$ cat src/design/bus_pkg.sv
`default_nettype none

package bus_pkg;

	// Bus widths
	localparam int ADDR_W = 32;
	localparam int DATA_W = 32;
	localparam int STRB_W = 4;

	// Harness memory map, each region is 256 MiB
	localparam logic [ADDR_W-1:0] CODE_BASE   = 32'h0000_0000;
	localparam logic [ADDR_W-1:0] DATA_BASE   = 32'h2000_0000;
	localparam logic [ADDR_W-1:0] REGION_MASK = 32'hF000_0000; // Top nibble only

	// AHB transfer type
	typedef enum logic [1:0] {
		TR_IDLE   = 2'b00,
		TR_BUSY   = 2'b01,
		TR_NONSEQ = 2'b10,
		TR_SEQ    = 2'b11
	} htrans_e;

	// AHB transfer size, anything above WORD is unsupported
	typedef enum logic [2:0] {
		SZ_BYTE = 3'b000,
		SZ_HALF = 3'b001,
		SZ_WORD = 3'b010
	} hsize_e;

	// Bridge controller states
	typedef enum logic [2:0] {
		S_IDLE  = 3'd0,
		S_WDATA = 3'd1, // Waiting for hwdata
		S_BUS   = 3'd2, // Wishbone cycle open
		S_DONE  = 3'd3,
		S_ERR1  = 3'd4,
		S_ERR2  = 3'd5
	} bridge_state_e;

	// Decoded Wishbone target
	typedef enum logic [1:0] {
		REG_CODE = 2'd0,
		REG_DATA = 2'd1,
		REG_NONE = 2'd2
	} region_e;

endpackage

`default_nettype wire

$ cat src/design/ahb_wb_ctrl.sv
`timescale 1ns/1ns
`default_nettype none

module ahb_wb_ctrl
	import bus_pkg::*;
(
	input  logic    clk_i,
	input  logic    rst_n_i,

	// AHB address phase
	input  htrans_e htrans_i,
	input  logic    hready_in_ok_i, // Write flag of the phase from the datapath

	// Flags for the transfer being accepted
	input  logic    misalign_i,
	input  logic    unmapped_i,

	// Selected Wishbone port
	input  logic    bus_ack_i,

	// AHB response
	output logic    hready_o,
	output logic    hresp_o,

	// Datapath capture strobes
	output logic    addr_load_o,
	output logic    wdata_load_o,
	output logic    rdata_load_o,

	// Wishbone request
	output logic    bus_req_o,
	output logic    bus_we_o
);

	bridge_state_e state_q;
	bridge_state_e state_d;
	logic          accept;
	logic          bad_xfer;

	// New address phase seen while the bridge is ready
	assign accept   = hready_o && (htrans_i == TR_NONSEQ || htrans_i == TR_SEQ);
	assign bad_xfer = misalign_i || unmapped_i;

	always_comb begin
		state_d = state_q;
		case (state_q)
			S_IDLE:  state_d = S_IDLE;
			S_WDATA: state_d = S_BUS; // hwdata is captured this cycle
			S_BUS: begin
				if (bus_ack_i)
					state_d = S_DONE;
			end
			S_DONE:  state_d = S_IDLE;
			S_ERR1:  state_d = S_ERR2;
			S_ERR2:  state_d = S_IDLE;
			default: state_d = S_IDLE;
		endcase

		// Only IDLE, DONE and ERR2 can accept, so this overrides the return to IDLE
		if (accept) begin
			if (bad_xfer)
				state_d = S_ERR1;
			else if (hready_in_ok_i)
				state_d = S_WDATA;
			else
				state_d = S_BUS;
		end
	end

	always_ff @(posedge clk_i or negedge rst_n_i) begin
		if (!rst_n_i)
			state_q <= S_IDLE;
		else
			state_q <= state_d;
	end

	// hready low only while a transfer is in flight or in the first error cycle
	assign hready_o = (state_q == S_IDLE) || (state_q == S_DONE) || (state_q == S_ERR2);
	assign hresp_o  = (state_q == S_ERR1) || (state_q == S_ERR2);

	assign addr_load_o  = accept;
	assign wdata_load_o = (state_q == S_WDATA);
	assign bus_req_o    = (state_q == S_BUS);
	assign rdata_load_o = bus_req_o && bus_ack_i; // Sample on the ack edge
	assign bus_we_o     = bus_req_o && hready_in_ok_i;

	assert property (@(posedge clk_i) disable iff (!rst_n_i)
		hresp_o |-> (state_q inside {S_ERR1, S_ERR2}))
		else $error("hresp raised outside the error states");

	// Wishbone request is never withdrawn before the slave acks
	assert property (@(posedge clk_i) disable iff (!rst_n_i)
		(bus_req_o && !bus_ack_i) |=> bus_req_o)
		else $error("Wishbone cycle dropped before ack");

endmodule

`default_nettype wire

$ cat src/design/ahb_wb_datapath.sv
`timescale 1ns/1ns
`default_nettype none

module ahb_wb_datapath
	import bus_pkg::*;
(
	input  logic              clk_i,
	input  logic              rst_n_i,

	// AHB address and data phase
	input  logic [ADDR_W-1:0] haddr_i,
	input  logic              hwrite_i,
	input  hsize_e            hsize_i,
	input  logic [DATA_W-1:0] hwdata_i,

	// Capture strobes from the controller
	input  logic              addr_load_i,
	input  logic              wdata_load_i,
	input  logic              rdata_load_i,

	// Read data from the selected Wishbone port
	input  logic [DATA_W-1:0] bus_rdata_i,

	output logic [ADDR_W-1:0] addr_o,
	output logic              we_o,
	output logic [STRB_W-1:0] wstrb_o,
	output logic [DATA_W-1:0] wdata_o,
	output logic [DATA_W-1:0] hrdata_o,
	output logic              misalign_o
);

	logic [ADDR_W-1:0] addr_q;
	logic              we_q;
	hsize_e            size_q;
	hsize_e            size_cur;
	logic [DATA_W-1:0] wdata_q;
	logic [DATA_W-1:0] rdata_q;

	// Address phase registers
	always_ff @(posedge clk_i or negedge rst_n_i) begin
		if (!rst_n_i) begin
			addr_q <= '0;
			we_q   <= 1'b0;
			size_q <= SZ_WORD;
		end else if (addr_load_i) begin
			addr_q <= haddr_i;
			we_q   <= hwrite_i;
			size_q <= hsize_i;
		end
	end

	// The phase being accepted shows through, so the controller can route on the accept edge.
	// Outside of acceptance the latched values hold still for the Wishbone cycle.
	assign addr_o   = addr_load_i ? haddr_i : addr_q;
	assign we_o     = addr_load_i ? hwrite_i : we_q;
	assign size_cur = addr_load_i ? hsize_i : size_q;

	// Byte lanes from size and low address bits
	always_comb begin
		case (size_cur)
			SZ_BYTE: wstrb_o = STRB_W'(1) << addr_o[1:0];
			SZ_HALF: wstrb_o = addr_o[1] ? 4'b1100 : 4'b0011;
			SZ_WORD: wstrb_o = 4'b1111;
			default: wstrb_o = '0; // Never reaches the bus
		endcase
	end

	always_comb begin
		case (size_cur)
			SZ_BYTE: misalign_o = 1'b0;
			SZ_HALF: misalign_o = addr_o[0];
			SZ_WORD: misalign_o = |addr_o[1:0];
			default: misalign_o = 1'b1; // Unsupported size
		endcase
	end

	// Write data arrives one cycle after the address phase
	always_ff @(posedge clk_i) begin
		if (wdata_load_i)
			wdata_q <= hwdata_i;
	end

	// Full word kept on its AHB lanes
	always_ff @(posedge clk_i) begin
		if (rdata_load_i)
			rdata_q <= bus_rdata_i;
	end

	assign wdata_o  = wdata_q;
	assign hrdata_o = rdata_q;

endmodule

`default_nettype wire

$ cat src/design/wb_port_select.sv
`timescale 1ns/1ns
`default_nettype none

module wb_port_select
	import bus_pkg::*;
(
	input  logic              clk_i,
	input  logic              rst_n_i,

	input  logic [ADDR_W-1:0] addr_i,
	input  logic              bus_req_i,

	// Code port return path
	input  logic              core_ack_i,
	input  logic [DATA_W-1:0] core_data_i,

	// Data port return path
	input  logic              data_mem_ack_i,
	input  logic [DATA_W-1:0] data_mem_data_i,

	output logic              unmapped_o,
	output logic              core_cyc_o,
	output logic              core_stb_o,
	output logic              data_mem_cyc_o,
	output logic              data_mem_stb_o,
	output logic              bus_ack_o,
	output logic [DATA_W-1:0] bus_rdata_o
);

	region_e region;

	always_comb begin
		if ((addr_i & REGION_MASK) == CODE_BASE)
			region = REG_CODE;
		else if ((addr_i & REGION_MASK) == DATA_BASE)
			region = REG_DATA;
		else
			region = REG_NONE;
	end

	assign unmapped_o = (region == REG_NONE);

	// cyc and stb travel together on the chosen port
	assign core_cyc_o     = bus_req_i && (region == REG_CODE);
	assign core_stb_o     = core_cyc_o;
	assign data_mem_cyc_o = bus_req_i && (region == REG_DATA);
	assign data_mem_stb_o = data_mem_cyc_o;

	always_comb begin
		case (region)
			REG_CODE: begin
				bus_ack_o   = core_ack_i;
				bus_rdata_o = core_data_i;
			end
			REG_DATA: begin
				bus_ack_o   = data_mem_ack_i;
				bus_rdata_o = data_mem_data_i;
			end
			default: begin
				bus_ack_o   = 1'b0;
				bus_rdata_o = '0;
			end
		endcase
	end

	assert property (@(posedge clk_i) disable iff (!rst_n_i)
		!(core_cyc_o && data_mem_cyc_o))
		else $error("Both Wishbone ports selected");

	// Controller must have routed unmapped phases to the error path
	assert property (@(posedge clk_i) disable iff (!rst_n_i)
		bus_req_i |-> !unmapped_o)
		else $error("Wishbone request for an unmapped address");

endmodule

`default_nettype wire

$ cat src/design/processorci_top.sv
`timescale 1ns/1ns
`default_nettype none

module processorci_top
	import bus_pkg::*;
(
	input  logic              sys_clk_i,
	input  logic              rst_n_i,

	// AHB-Lite slave side, driven by the core
	input  logic [ADDR_W-1:0] haddr_i,
	input  logic              hwrite_i,
	input  logic [1:0]        htrans_i,
	input  logic [2:0]        hsize_i,
	input  logic [DATA_W-1:0] hwdata_i,
	output logic [DATA_W-1:0] hrdata_o,
	output logic              hready_o,
	output logic              hresp_o,

	// Code memory port
	output logic              core_cyc_o,
	output logic              core_stb_o,
	output logic              core_we_o,
	output logic [STRB_W-1:0] core_wstrb_o,
	output logic [ADDR_W-1:0] core_addr_o,
	output logic [DATA_W-1:0] core_data_o,
	input  logic [DATA_W-1:0] core_data_i,
	input  logic              core_ack_i,

	// Data memory port
	output logic              data_mem_cyc_o,
	output logic              data_mem_stb_o,
	output logic              data_mem_we_o,
	output logic [STRB_W-1:0] data_mem_wstrb_o,
	output logic [ADDR_W-1:0] data_mem_addr_o,
	output logic [DATA_W-1:0] data_mem_data_o,
	input  logic [DATA_W-1:0] data_mem_data_i,
	input  logic              data_mem_ack_i
);

	logic [ADDR_W-1:0] bus_addr;
	logic              phase_we;   // Write flag of the latched phase
	logic              bus_we;     // Qualified by the open cycle
	logic [STRB_W-1:0] bus_wstrb;
	logic [DATA_W-1:0] bus_wdata;
	logic [DATA_W-1:0] bus_rdata;
	logic              bus_ack;
	logic              bus_req;
	logic              misalign;
	logic              unmapped;
	logic              addr_load;
	logic              wdata_load;
	logic              rdata_load;

	ahb_wb_ctrl u_ctrl (
		.clk_i          (sys_clk_i),
		.rst_n_i        (rst_n_i),
		.htrans_i       (htrans_e'(htrans_i)),
		.hready_in_ok_i (phase_we),
		.misalign_i     (misalign),
		.unmapped_i     (unmapped),
		.bus_ack_i      (bus_ack),
		.hready_o       (hready_o),
		.hresp_o        (hresp_o),
		.addr_load_o    (addr_load),
		.wdata_load_o   (wdata_load),
		.rdata_load_o   (rdata_load),
		.bus_req_o      (bus_req),
		.bus_we_o       (bus_we)
	);

	ahb_wb_datapath u_datapath (
		.clk_i        (sys_clk_i),
		.rst_n_i      (rst_n_i),
		.haddr_i      (haddr_i),
		.hwrite_i     (hwrite_i),
		.hsize_i      (hsize_e'(hsize_i)),
		.hwdata_i     (hwdata_i),
		.addr_load_i  (addr_load),
		.wdata_load_i (wdata_load),
		.rdata_load_i (rdata_load),
		.bus_rdata_i  (bus_rdata),
		.addr_o       (bus_addr),
		.we_o         (phase_we),
		.wstrb_o      (bus_wstrb),
		.wdata_o      (bus_wdata),
		.hrdata_o     (hrdata_o),
		.misalign_o   (misalign)
	);

	wb_port_select u_select (
		.clk_i           (sys_clk_i),
		.rst_n_i         (rst_n_i),
		.addr_i          (bus_addr),
		.bus_req_i       (bus_req),
		.core_ack_i      (core_ack_i),
		.core_data_i     (core_data_i),
		.data_mem_ack_i  (data_mem_ack_i),
		.data_mem_data_i (data_mem_data_i),
		.unmapped_o      (unmapped),
		.core_cyc_o      (core_cyc_o),
		.core_stb_o      (core_stb_o),
		.data_mem_cyc_o  (data_mem_cyc_o),
		.data_mem_stb_o  (data_mem_stb_o),
		.bus_ack_o       (bus_ack),
		.bus_rdata_o     (bus_rdata)
	);

	// Shared nets, only cyc/stb tell the ports apart
	assign core_we_o        = bus_we;
	assign core_wstrb_o     = bus_wstrb;
	assign core_addr_o      = bus_addr;
	assign core_data_o      = bus_wdata;
	assign data_mem_we_o    = bus_we;
	assign data_mem_wstrb_o = bus_wstrb;
	assign data_mem_addr_o  = bus_addr;
	assign data_mem_data_o  = bus_wdata;

endmodule

`default_nettype wire

$ cat config.mk
export PLATFORM = sky130hd
export DESIGN_NAME = processorci_top
export DESIGN_NICKNAME = d
export VERILOG_FILES = /design/src/design/bus_pkg.sv /design/src/design/ahb_wb_ctrl.sv /design/src/design/ahb_wb_datapath.sv /design/src/design/wb_port_select.sv /design/src/design/processorci_top.sv
export SDC_FILE = /design/constraint.sdc
export NUM_CORES = 1
export LEC_CHECK = 0
export BUFFER_PORTS_ARGS = -buffer_cell sky130_fd_sc_hd__buf_2
export CAP_MARGIN = 20
export CORE_AREA = 2 2 122 124
export DETAILED_ROUTE_END_ITERATION = 6
export DIE_AREA = 0 0 124 126
export PLACE_DENSITY = 0.76
export SYNTH_ARGS = -nofsm -noshare
export SYNTH_HDL_FRONTEND = slang
export SYNTH_HIERARCHICAL = 1
export SYNTH_SLANG_ARGS = --single-unit
$ cat constraint.sdc
create_clock -name sys_clk_i -period 4.2 [get_ports sys_clk_i]
set_input_delay 0.21 -clock sys_clk_i [delete_from_list [all_inputs] [get_ports sys_clk_i]]
set_output_delay 0.21 -clock sys_clk_i [all_outputs]
set_load 0.03 [all_outputs]
## Yosys cells after proc, flatten, opt, wreduce, memory -nomap -nowiden

Index checks and enable logic that the tools add are counted.

| cells by class | value |
|---|---|
| multiplexer cells | 15 |
| shift-type cells | 1 |
| equal/unequal tests | 13 |
| reduce and logical (&&, ||, !) cells | 15 |

Operators with widths:

| operator | count |
|---|---|
| $pmux 32 s2 | 1 |
| $logic_not 32->1 | 1 |
| $mux 32 | 1 |
| $mux 3 | 4 |
| $pmux 4 s3 | 1 |
| $eq 3x2->1 const B | 3 |
| $pmux 3 s3 | 1 |
| $eq 2x2->1 const B | 3 |
| $eq 3x1->1 const B | 2 |
| $eq 3x3->1 const B | 2 |
| $logic_not 3->1 | 2 |
| $mux 2 | 3 |
| $logic_and 1x1->1 | 5 |
| $logic_or 1x1->1 | 5 |
| $eq 4x2->1 const B | 1 |
| $mux 4 | 1 |
| $shl 1x2->4 const A | 1 |
| $ne 3x1->1 const B | 1 |
| $pmux 1 s3 | 1 |
| $eq 2x1->1 const B | 1 |
| $logic_not 2->1 | 1 |
| $pmux 1 s2 | 1 |
| $reduce_or 2->1 | 1 |
| $mux 1 | 1 |

| storage, ports and cells | value |
|---|---|
| register bits | 103 |
| logic and storage cells | 50 |
| output and inout port bits | 176 |

## Longest topological paths before layout

Gate-level depths: netlist of the first run.

| depth | value |
|---|---|
| depth in word-level cells | 13 |
| depth in mapped cells | 12 |

## Modules after synthesis

The synthesis of the first run kept the hierarchy.

By module, submodules not included:

| module | sequential area each (um2) | instances | cells an instance | area an instance (um2) |
|---|---|---|---|---|
| ahb_wb_datapath | 2824.0 | 1 | 156 | 3347.0 |
| wb_port_select | 0.0 | 1 | 80 | 563.0 |
| processorci_top | 0.0 | 1 | 69 | 518.0 |
| ahb_wb_ctrl | 75.1 | 1 | 31 | 246.5 |

## Worst setup path after synthesis of the first run

Ideal clock, no wire load.

| path | value |
|---|---|
| path kind | flip-flop to flip-flop |
| start | register u_ctrl.state_q[2] |
| end | register u_datapath.rdata_q[0], in the netlist u_datapath/hrdata_o[0], enable pin |
| data required time | 3.808 ns |
| setup time | 0.392 ns |
| data arrival time | 3.779 ns |
| cell stages (with the launch flop) | 12 |
| path slack | 0.029 ns |
| path through | dfrtp_1 -> nor2b_1 -> o21ai_1 -> a21boi_0 -> buf_6 -> buf_2 -> mux2_2 -> or3_1 -> buf_6 -> buf_6 -> nor2_1 -> and2_1 |

| between the ends | value |
|---|---|
| word-level cells in the longest chain between the ends | 11 |

Ends and longest elaborated chain:

| element | line | RTL |
|---|---|---|
| start, declared | ahb_wb_ctrl.sv:35 | `bridge_state_e state_q;` |
| start signal, assigned | ahb_wb_ctrl.sv:74 | `state_q <= state_d;` |
| $eq 3x2->1 or $logic_not 3->1 (tied branches) | ahb_wb_ctrl.sv:78 | `assign hready_o = (state_q == S_IDLE) \|\| (state_q == S_DONE) \|\| (state_q == S_ERR2);` |
| $logic_or 1x1->1 | ahb_wb_ctrl.sv:78 |  |
| $logic_or 1x1->1 * | ahb_wb_ctrl.sv:78 |  |
| $logic_and 1x1->1 * | ahb_wb_ctrl.sv:41 | `assign accept = hready_o && (htrans_i == TR_NONSEQ \|\| htrans_i == TR_SEQ);` |
| via addr_load | processorci_top.sv:51 | `logic addr_load;` |
| $mux 32 * | ahb_wb_datapath.sv:54 | `assign addr_o = addr_load_i ? haddr_i : addr_q;` |
| via core_addr_o[31] | processorci_top.sv:25 | `output logic [ADDR_W-1:0] core_addr_o,` |
| $eq 4x2->1 | wb_port_select.sv:35 | `else if ((addr_i & REGION_MASK) == DATA_BASE)` |
| $mux 2 | wb_port_select.sv:35 |  |
| $mux 2 * | wb_port_select.sv:33 | `if ((addr_i & REGION_MASK) == CODE_BASE)` |
| $eq 2x1->1 or $logic_not 2->1 (tied branches) | wb_port_select.sv:50 | `case (region)` |
| $pmux 1 s2 * | wb_port_select.sv:50 |  |
| via bus_ack | processorci_top.sv:47 | `logic bus_ack;` |
| $logic_and 1x1->1 * | ahb_wb_ctrl.sv:84 | `assign rdata_load_o = bus_req_o && bus_ack_i;` |
| via rdata_load | processorci_top.sv:53 | `logic rdata_load;` |
| end signal, assigned | ahb_wb_datapath.sv:86 | `rdata_q <= bus_rdata_i;` |
| end, declared | ahb_wb_datapath.sv:37 | `logic [DATA_W-1:0] rdata_q;` |

The timed path passes the listed nets; every way through them passes the cells marked *.
A chain may end at the register's enable or synchronous reset.

## Worst setup path in the final report of the first run

| path | value |
|---|---|
| start | register u_ctrl.state_q[2] |
| end | output port core_cyc_o |

| between the ends | value |
|---|---|
| word-level cells in the longest chain between the ends | 10 |

Ends and longest elaborated chain:

| element | line | RTL |
|---|---|---|
| $eq 3x2->1 or $logic_not 3->1 (tied branches) | ahb_wb_ctrl.sv:78 |  |
| $logic_or 1x1->1 | ahb_wb_ctrl.sv:78 |  |
| $logic_or 1x1->1 * | ahb_wb_ctrl.sv:78 |  |
| $logic_and 1x1->1 * | ahb_wb_ctrl.sv:41 |  |
| via addr_load | processorci_top.sv:51 |  |
| $mux 32 * | ahb_wb_datapath.sv:54 |  |
| $eq 4x2->1 | wb_port_select.sv:35 |  |
| $mux 2 | wb_port_select.sv:35 |  |
| $mux 2 * | wb_port_select.sv:33 |  |
| $logic_not 2->1 * | wb_port_select.sv:44 | `assign core_cyc_o = bus_req_i && (region == REG_CODE);` |
| $logic_and 1x1->1 * | wb_port_select.sv:44 |  |
| end, declared | processorci_top.sv:21 | `output logic core_cyc_o,` |

Marks and branches as above.

==> metrics.txt, run 1 <==
CP max-delay cell or3_1; Slew Viols, Final 0; synth warn 6; Sink Count 103; met2 WL around 6000 um; Max VDD drop 0.505 mV; worst-path fanout max 12; commonest cells in the synthesized netlist 73 x buf_4, 64 x edfxtp_1, 38 x dfrtp_1, 36 x mux2i_1, 36 x nor2_1; Post-synth EDFFs 64; peak per-stage delay on the critical path 0.51 ns; Reg power frac 27.7%; fill count 1374; Clk pwr share 16.5%; Clock Pin Slew Worst Setup and Hold Paths 0.07 ns; multi-input logic area 0.00113 mm2; outcome finished with violations; routed wire length per instance 14.4 um; PostCTS Resize Cnt 0; # port buffers 312; post-CTS repair timing setup buffer count 0; Slew headroom 42.5%; DPL Wire Length 8750 um; Layout area overhead 33.1%; Post-synth top flop edfxtp_1; Synth area leaders edfxtp_1 41%, dfrtp_1 20%, buf_4 12%; CP startpoint kind flip-flop; Synth cell types 37; main combinational cell family by area after synthesis multiplexers; Setup crit end kind output pin; Initial Utilization around 33%; register bit total from synthesis 103; Post-synth ARST share a little under two fifths; crit-path leading delay family simple AND/OR/NAND/NOR gates; Compound-Gate Fraction of Synth Area 2.62%; CP required about 4 ns; Setup Skew 0.00595 ns; Pre-antenna DRT Iters 6; final setup TNS 0 ns; Setup CP Type reg2out; Pwr Density 874 mW/mm2; die height 126 um; vias in the first global route 3042; clk_lat worst skew 0.34 ns; switch share 47.7%; Hold Buf Count CTS 0; IO Count 314; RSZ-0062 raised after global routing no; crit-path cells nor2b_1, o21ai_1, a21boi_4, mux2_2, or3_1, nor3b_1, buf_2; Synth area leader edfxtp_1; die area 0.0156 mm2; final number of setup-violating endpoints 0; Post-Synth XOR/XNOR Area 0%; Metal-1 WL 4030 um; WL final 11100 um; Synth Area in Adders 0.214%; H-tree Lvls 3; Die X 124 um; failing checks hold timing; WP buf/inv 1; routability cong. 0.765; P_int between 2 and 3 mW; Avg Inst Size Synth 13.9 um2; CTS tree built; Synth top area share 41.1%; clk buf depth 2; Hold Vio Cnt, Final 38; cell area after layout between 0.006 and 0.007 mm2; Hold Path Class in2async; Core ar. 0.0143 mm2; GRT overflow 0; Nets 721; DRC Markers 0; worst-margin pin slew 0.862 ns; share of cells above drive strength 1 63.8%; Mapped Area 0.00467 mm2; DRT antenna net count 0; post-synthesis mux area share between 10% and 20%; Simple-Gate Fraction of Synth Area 5.14%; top-count cell post-synth buf_4; global-route wire length before repair 15800 um; hold_ws -0.0214 ns; Design Power approximately 5.4 mW; post-synthesis sequential area ratio 62.0%; LEAKAGE around 3 nW; initial drt markers 126; Worst EP arrival about 3.3 ns; maxcap violations 0; via count 3327; Final Cycle Share 83.5%; combinational group share of total power 55.8%; top sig layer met4; cell count after synthesis approximately 340; WL met3 941 um; Root Buffer clkbuf_16; Vias/cell approximately 4.3; synthesized net count around 470; Diodes inserted 0; # rows 44; Switch Pwr about 2.6 mW; GRT Total Usage between 10% and 20%; Reg area 0.00290 mm2; largest net degree at the start of global routing 40; antenna violations before repair 0; Final min period 3.51 ns; Area after DPL 0.00590 mm2; max frequency 285 MHz; Num CTS Buffers 9
==> per-stage QoR <==
step	setup WS [ns]	cells	utilization [%]
floorplan	0.0287	336	-
global placement	0.973	756	41.2
detailed placement	0.920	756	41.2
CTS	0.605	772	43.5
global route	0.474	772	43.5
finish	0.693	772	43.5
==> state kept, by name, summed over array words and instances (netlist names) <==
| register | flops |
|---|---|
| u_datapath/hrdata_o | 32 |
| u_datapath/addr_q | 32 |
| u_ctrl/state_q | 3 |
| u_datapath/wdata_o | 32 |
| u_datapath/size_q | 3 |
| u_datapath/we_q | 1 |
==> placed cells by master, fill, tap and decap left out, types with 3 or more instances in the layout <==
cell / n
inv_1: 6
nand2_1: 3
clkbuf_16: 9
nor2_1: 35
mux2_2: 31
edfxtp_1: 64
dfrtp_1: 38
a21oi_1: 5
buf_2: 312
mux2i_1: 36
o21ai_0: 6
buf_4: 7
==> power by group through the flow <==
stage	combinational [mW]	sequential, mW	clock [mW]
final	3.04	1.51	0.898
after global routing	3.22	1.54	0.973
after floorplan	2.53	1.66	0
after global placement	3.03	1.52	0
after detailed placement	3.07	1.53	0
after CTS	3.08	1.51	0.926
==> cells by family (layout without fill, tap and decap cells) <==
| logic type | Yosys count | after routing |
|---|---|---|
| compound gates | 20 | 20 |
| simple gates | 53 | 53 |
| flops | 103 | 103 |
| mux | 69 | 69 |
| fa+ha+maj | 1 | 1 |
| buf+inv | 90 | 342 |
==> per-layer routing <==
metal,vias to the layer above,GRT usage (%)
li1,1598,-
met1,1549,14.7
met2,174,25.4
met3,6,3.49
met4,0,4.56
met5,-,0
==> worst reg2reg max path, stage by stage, from the launching register on <==
cell and delay, ns:
dfrtp_1 0.46, nor2b_1 0.20, o21ai_1 0.14, a21boi_4 0.41, buf_4 0.36, mux2i_1 0.29
inv_1 0.14, a21oi_1 0.15, o21ai_0 0.19, or4b_4 0.58, a21oi_2 0.14, a31o_1 0.10
==> worst paths after layout <==
kind                                                start                                to  slack (ns)  cells past startpoint
max                         u_ctrl/state_q[2]$_DFFE_PN0P_                        core_cyc_o        0.69                      7
min                                               rst_n_i   u_datapath/addr_q[13]$_DFF_PN0_       -0.02                      1
max reg2reg                 u_ctrl/state_q[2]$_DFFE_PN0P_     u_ctrl/state_q[1]$_DFFE_PN0P_        0.96                     11
min reg2reg                u_datapath/size_q[2]$_DFF_PN0_    u_datapath/size_q[2]$_DFF_PN0_        0.51                      2
max in group asynchronous                         rst_n_i   u_datapath/addr_q[21]$_DFF_PN0_        3.68                      1
min in group sys_clk_i                       hwdata_i[25]  u_datapath/wdata_o[25]$_DFFE_PP_        0.04                      1
==> area by class of cell <==
cell class | instances | share of cell area [%]
clock buffer | 9 | 3.62
timing repair buffer | 319 | 25.9
sequential | 103 | 46.6
clock inverter | 7 | 1.53
multi-input combinational | 143 | 18.2
tap | 184 | 3.70
inverter | 7 | 0.422
No activity file was read; power rests on OpenSTA's default activity.
==> run 2: changes to the inputs <==
==> constraint.sdc (replaced) <==
create_clock -name sys_clk_i -period 3.5 [get_ports sys_clk_i]
set_input_delay 0.175 -clock sys_clk_i [delete_from_list [all_inputs] [get_ports sys_clk_i]]
set_output_delay 0.175 -clock sys_clk_i [all_outputs]
set_load 0.03 [all_outputs]
==> run 2 against run 1 <==
The run now ends clean. Critical path depth rose by 1. Clock skew grew 0.0010 ns. Non-clock buffer count increased by 20. Global-route usage grew 1.0 points. Cell count up 2.6%. Via count rose by 3.6%. Die area did not move. Sequential share of layout area is 1.4 points lower. Clock-buffer cell count is 5 higher. Cell area grew 3.1%. Highest routed layer unchanged.
==> metrics.txt, run 2 (synthesis results as in run 1) <==
crit path launch u_ctrl/state_q[2]$_DFFE_PN0P_; GRT Total Usage 14.6% (+1.0 points); Design Power 6.49 mW (+19%); antenna violations before repair 0 (unchanged); DPL Wire Length 8960 um (+2.4%); clk_lat worst skew 0.33 ns (about the same); Setup crit end kind output pin; Setup CP Type reg2out; Die X 124 um (unchanged); Final Util 44.8% (+1.3 points); peak per-stage delay on the critical path 0.52 ns (about the same); # port buffers 312 (unchanged); Worst EP arrival 3.10 ns (-0.20 ns); Clock Pin Slew Worst Setup and Hold Paths 0.07 ns (about the same); Area after DPL 0.00591 mm2 (+0.17%); crit path capture core_stb_o; multi-input logic area 0.00114 mm2 (+0.88%); Clk pwr share 15.3% (-1.2 points); most frequent cells in the layout 312 x buf_2, 64 x edfxtp_1, 38 x dfrtp_1; WL final 11600 um (+4.7%); Diodes inserted 0 (unchanged); Critical Path Stages 8 (+1); Core ar. 0.0143 mm2 (unchanged); Hold Path Class in2reg; CP startpoint kind flip-flop; share of cells above drive strength 1 62.0% (-1.8 points); die height 126 um (unchanged); GRT overflow 0 (unchanged); RSZ-0062 raised after global routing no; switch share 47.9% (+0.19 points); dpl cells 756 (unchanged); Pre-antenna DRT Iters 4 (-2); Slew headroom 42.0% (-0.52 points); Hold Vio Cnt, Final 0 (-100%); clk buf depth 2 (unchanged); final setup TNS 0 ns (unchanged); maxcap violations 0 (unchanged); cell area after layout 0.00642 mm2 (+3.1%); Non-Filler Instances 792 (+2.6%); final number of setup-violating endpoints 0 (unchanged); Switch Pwr 3.11 mW (+20%); vias in the first global route 3322 (+9.2%); H-tree Lvls 3 (unchanged); initial drt markers 117 (-7.1%); Root Buffer clkbuf_16; RR Endpoint u_ctrl/state_q[1]$_DFFE_PN0P_; most common cell after layout, fill and taps aside buf_2; outcome complete, no violations; global-route wire length before repair 17300 um (+9.5%); P_int 3.38 mW (+19%); DRC Markers 0 (unchanged); max frequency 306 MHz; Max VDD drop 0.561 mV (+11%); IO Count 314 (unchanged); r2r startpoint u_ctrl/state_q[2]$_DFFE_PN0P_; WP buf/inv 2 (+1); CTS tree built; reg2reg path depth 11 (unchanged); routed wire length per instance 14.7 um (+2.0%); Vias/cell 4.35 (+0.99%); # rows 44 (unchanged); Setup Skew 0.00699 ns (+0.00104 ns); crit-path cells nor2b_2, o21ai_1, a21boi_4, mux2_2, or3_1, buf_4, nor3b_2, buf_2; post-CTS repair timing setup buffer count 0 (unchanged); DRT antenna net count 0 (unchanged); Nets 741 (+2.8%); R2R Setup Slk 0.35 ns (-0.61 ns); Num CTS Buffers 9 (unchanged); Reg power frac 27.8% (about the same); routability cong. 0.779 (+1.8%); fill count 1345 (-2.1%); Sink Count 103 (unchanged); Final min period roughly 3.3 ns; combinational group share of total power 56.9% (+1.1 points); Final Cycle Share 93.5%; die area 0.0156 mm2 (unchanged); Slew Viols, Final 0 (unchanged); Pwr Density 1010 mW/mm2 (+16%); crit-path leading delay family simple AND/OR/NAND/NOR gates; worst-margin pin slew 0.870 ns (+0.00778 ns); worst-path fanout max 19 (+7); Reg area 0.00290 mm2 (unchanged); LEAKAGE 3.07 nW (+2.5%); Layout area overhead 37.3%; CP max-delay cell or3_1; CP required 3.32 ns (-0.67 ns); via count 3447 (+3.6%); largest net degree at the start of global routing 40 (unchanged); Initial Utilization 32.7% (unchanged)
==> run 2: cell count changes in the layout (fill, tap and decap cells not counted), moves of 2 or more <==
cell and delta:
clkbuf_16 +2, bufinv_16 -2, dlygate4sd3_1 +20, clkbuf_1 +2
inv_6 -2
==> run 2: final cells by class <==
class                           instances  area share [%]
Timing Repair Buffer                  339            28.3
Multi-Input combinational cell        143            17.8
Tap cell                              184            3.59
Inverter                                7           0.410
Sequential cell                       103            45.2
Clock inverter                          2           0.195
Clock buffer                           14            4.52
==> run 2: worst min path at each step <==
stage,startpoint,to,slack (ns),cells past startpoint
global placement,hwdata_i[2],u_datapath/wdata_o[2]$_DFFE_PP_,0.35,1
detailed placement,rst_n_i,u_datapath/addr_q[10]$_DFF_PN0_,0.35,1
finish,hwdata_i[9],u_datapath/wdata_o[9]$_DFFE_PP_,0.02,1
global route,hwdata_i[10],u_datapath/wdata_o[10]$_DFFE_PP_,0.0004,1
CTS,hwdata_i[29],u_datapath/wdata_o[29]$_DFFE_PP_,0.0009,1
floorplan,rst_n_i,u_ctrl/state_q[0]$_DFFE_PN0P_,-0.12,0
==> run 2: metal layers <==
layer | track usage [%] | share of wire, % | vias to the layer above
li1 | - | - | 1636
met1 | 16.0 | 37 | 1624
met2 | 26.2 | 52 | 167
met3 | 3.76 | 8.9 | 20
met4 | 6.68 | 2.7 | 0
met5 | 0 | 0 | -
==> run 2: power groups by stage <==
stage               logic (mW)  clock network (mW)  registers [mW]
CTS                       3.74                1.03            1.81
global route              3.94                1.08            1.85
finish                    3.69               0.996            1.80
detailed placement        3.71                   0            1.83
global placement          3.68                   0            1.82
floorplan                 3.04                   0            1.99
==> run 2: through the flow <==
step | hold WS (ns) | worst slack [ns]
floorplan | -0.121 | 0.000890
global placement | 0.352 | 0.418
detailed placement | 0.352 | 0.358
CTS | 0.000854 | 0.180
global route | 0.000441 | 0.0118
finish | 0.0172 | 0.227
==> run 2: timing repair <==
action,in CTS,in global routing
hold buffers,18,2
endpoints found under the hold margin,55,2
gates resized for setup,0,0
==> run 3: changes to the inputs <==
--- a/config.mk
+++ b/config.mk
@@ -5,7 +5,7 @@
 export SDC_FILE = /design/constraint.sdc
 export NUM_CORES = 1
 export LEC_CHECK = 0
-export BUFFER_PORTS_ARGS = -buffer_cell sky130_fd_sc_hd__buf_2
+export BUFFER_PORTS_ARGS = -buffer_cell sky130_fd_sc_hd__buf_4
 export CAP_MARGIN = 20
 export CORE_AREA = 2 2 122 124
 export DETAILED_ROUTE_END_ITERATION = 6
==> run 3 against run 2 <==
Register-to-register slack better by 0.06 ns. Non-clock buffer count is 12 higher. First-iteration DRC count is 25% higher. Die area stayed put. Largest power group unchanged.
==> metrics.txt, run 3 (synthesis results as in run 1) <==
outcome complete, no violations; Pwr Density 964 mW/mm2 (-4.8%); Clock Pin Slew Worst Setup and Hold Paths 0.07 ns (about the same); Non-Filler Instances 804 (+1.5%); final number of setup-violating endpoints 0 (unchanged); CP startpoint kind flip-flop; die height 126 um (unchanged); H-tree Lvls 3 (unchanged); clk buf depth 2 (unchanged); final setup TNS 0 ns (unchanged); Root Buffer clkbuf_16; Setup crit end kind output pin; r2r startpoint u_ctrl/state_q[2]$_DFFE_PN0P_; global-route wire length before repair 18600 um (+7.9%); reg2reg path depth 11 (unchanged); LEAKAGE 3.38 nW (+9.8%); # port buffers 312 (unchanged); R2R Setup Slk 0.41 ns (+0.06 ns); DPL Wire Length 9750 um (+8.8%); dpl cells 755 (-0.13%); # rows 44 (unchanged); CP required 3.32 ns (about the same); maxcap violations 0 (unchanged); Layout area overhead 56.5%; Design Power 7.05 mW (+8.6%); die area 0.0156 mm2 (unchanged); initial drt markers 146 (+25%); hold_ws 0.0175 ns (+0.000306 ns); Nets 753 (+1.6%); antenna violations before repair 0 (unchanged); vias in the first global route 3589 (+8.0%); Slew headroom 60.3% (+18 points); clk_lat worst skew 0.35 ns (+0.02 ns); RSZ-0062 raised after global routing no; Worst EP arrival 3.07 ns (-0.03 ns); Setup CP Type reg2out; DRC Markers 0 (unchanged); worst-margin pin slew 0.596 ns (-0.274 ns); WL final 12800 um (+10%); routability cong. 0.767 (-1.6%); most common cell after layout, fill and taps aside buf_4; IO Count 314 (unchanged); via count 3507 (+1.7%); Final min period 3.24 ns (-0.0329 ns); share of cells above drive strength 1 61.1% (-0.88 points); CTS tree built; Hold Startpoint hwdata_i[12]; Final Cycle Share 92.6% (-0.94 points); Setup Skew 0.0111 ns (+0.00415 ns); Worst Hold Depth 1 (unchanged); Pre-antenna DRT Iters 4 (unchanged); Num CTS Buffers 9 (unchanged); hold endpoint u_datapath/wdata_o[12]$_DFFE_PP_; Diodes inserted 0 (unchanged); worst-path fanout max 34 (+15); Vias/cell 4.36 (+0.22%); Die X 124 um (unchanged); Max VDD drop 0.616 mV (+9.8%); most frequent cells in the layout 319 x buf_4, 64 x edfxtp_1, 37 x dfrtp_1; Sink Count 103 (unchanged); GRT Total Usage 15.8% (+1.2 points); GRT overflow 0 (unchanged); Hold Path Class in2reg; routed wire length per instance 15.9 um (+8.6%); Hold Vio Cnt, Final 0 (unchanged); Core ar. 0.0143 mm2 (unchanged); max frequency 309 MHz (+1.0%); DRT antenna net count 0 (unchanged); Slew Viols, Final 0 (unchanged); largest net degree at the start of global routing 40 (unchanged); Initial Utilization 32.7% (unchanged); RR Endpoint u_ctrl/state_q[1]$_DFFE_PN0P_
run 3: power breakdown:
group	internal [mW]	switching (mW)
registers	1.69	0.135
logic	1.58	2.65
clock network	0.561	0.441
total	3.83	3.22
run 3: cell type report:
class	instances	area, um2
Timing Repair Buffer	351	2720
Inverter	7	26.3
Multi-Input combinational cell	143	1140
Clock inverter	6	68.8
Fill cell	1242	7000
Clock buffer	10	229
Sequential cell	103	2900
Tap cell	184	230
run 3: critical path, cell delays in order, from the launching register on:
cell and delay [ns]:
dfrtp_2 0.43, nor2b_2 0.20, o21ai_1 0.14, a21boi_4 0.31, mux2_2 0.41, or3_1 0.48
buf_4 0.29, nor3b_2 0.25, buf_4 0.19
run 3: metal layers:
| metal | vias up | share of wire [%] | global-route usage, % | routed length (um) |
|---|---|---|---|---|
| li1 | 1659 | - | - | - |
| met5 | - | 0 | 0 | 0 |
| met1 | 1643 | 35 | 17.0 | 4480 |
| met3 | 19 | 8.6 | 3.53 | 1100 |
| met2 | 186 | 54 | 29.0 | 6920 |
| met4 | 0 | 2.4 | 7.14 | 305 |
run 3: worst max-delay path by stage:
stage	startpoint	endpoint	slack (ns)	depth (start not counted)
after CTS	u_ctrl/state_q[2]$_DFFE_PN0P_	core_stb_o	0.1	8
after global routing	u_ctrl/state_q[0]$_DFFE_PN0P_	core_cyc_o	0.05	8
after detailed placement	u_ctrl/state_q[2]$_DFFE_PN0P_	u_ctrl/state_q[1]$_DFFE_PN0P_	0.31	11
after floorplan	u_ctrl/state_q[2]$_DFFE_PN0P_	u_ctrl/state_q[1]$_DFFE_PN0P_	0.0009	12
after global placement	u_ctrl/state_q[2]$_DFFE_PN0P_	u_ctrl/state_q[1]$_DFFE_PN0P_	0.48	11
final	u_ctrl/state_q[2]$_DFFE_PN0P_	core_cyc_o	0.26	8
run 3: through the flow:
stage	util (%)	instance area [um2]	setup slack, ns
floorplan	-	4680	0.000890
global placement	46.7	6690	0.477
detailed placement	46.7	6690	0.307
CTS	50.8	7260	0.0986
global route	51.1	7310	0.0489
finish	51.1	7310	0.260
run 3: what timing repair did:
action	in CTS	in global routing
setup endpoints to repair	0	2
hold buffers	28	4
resized for setup	0	1
buffers inserted	0	1
hold endpoints to repair	65	4
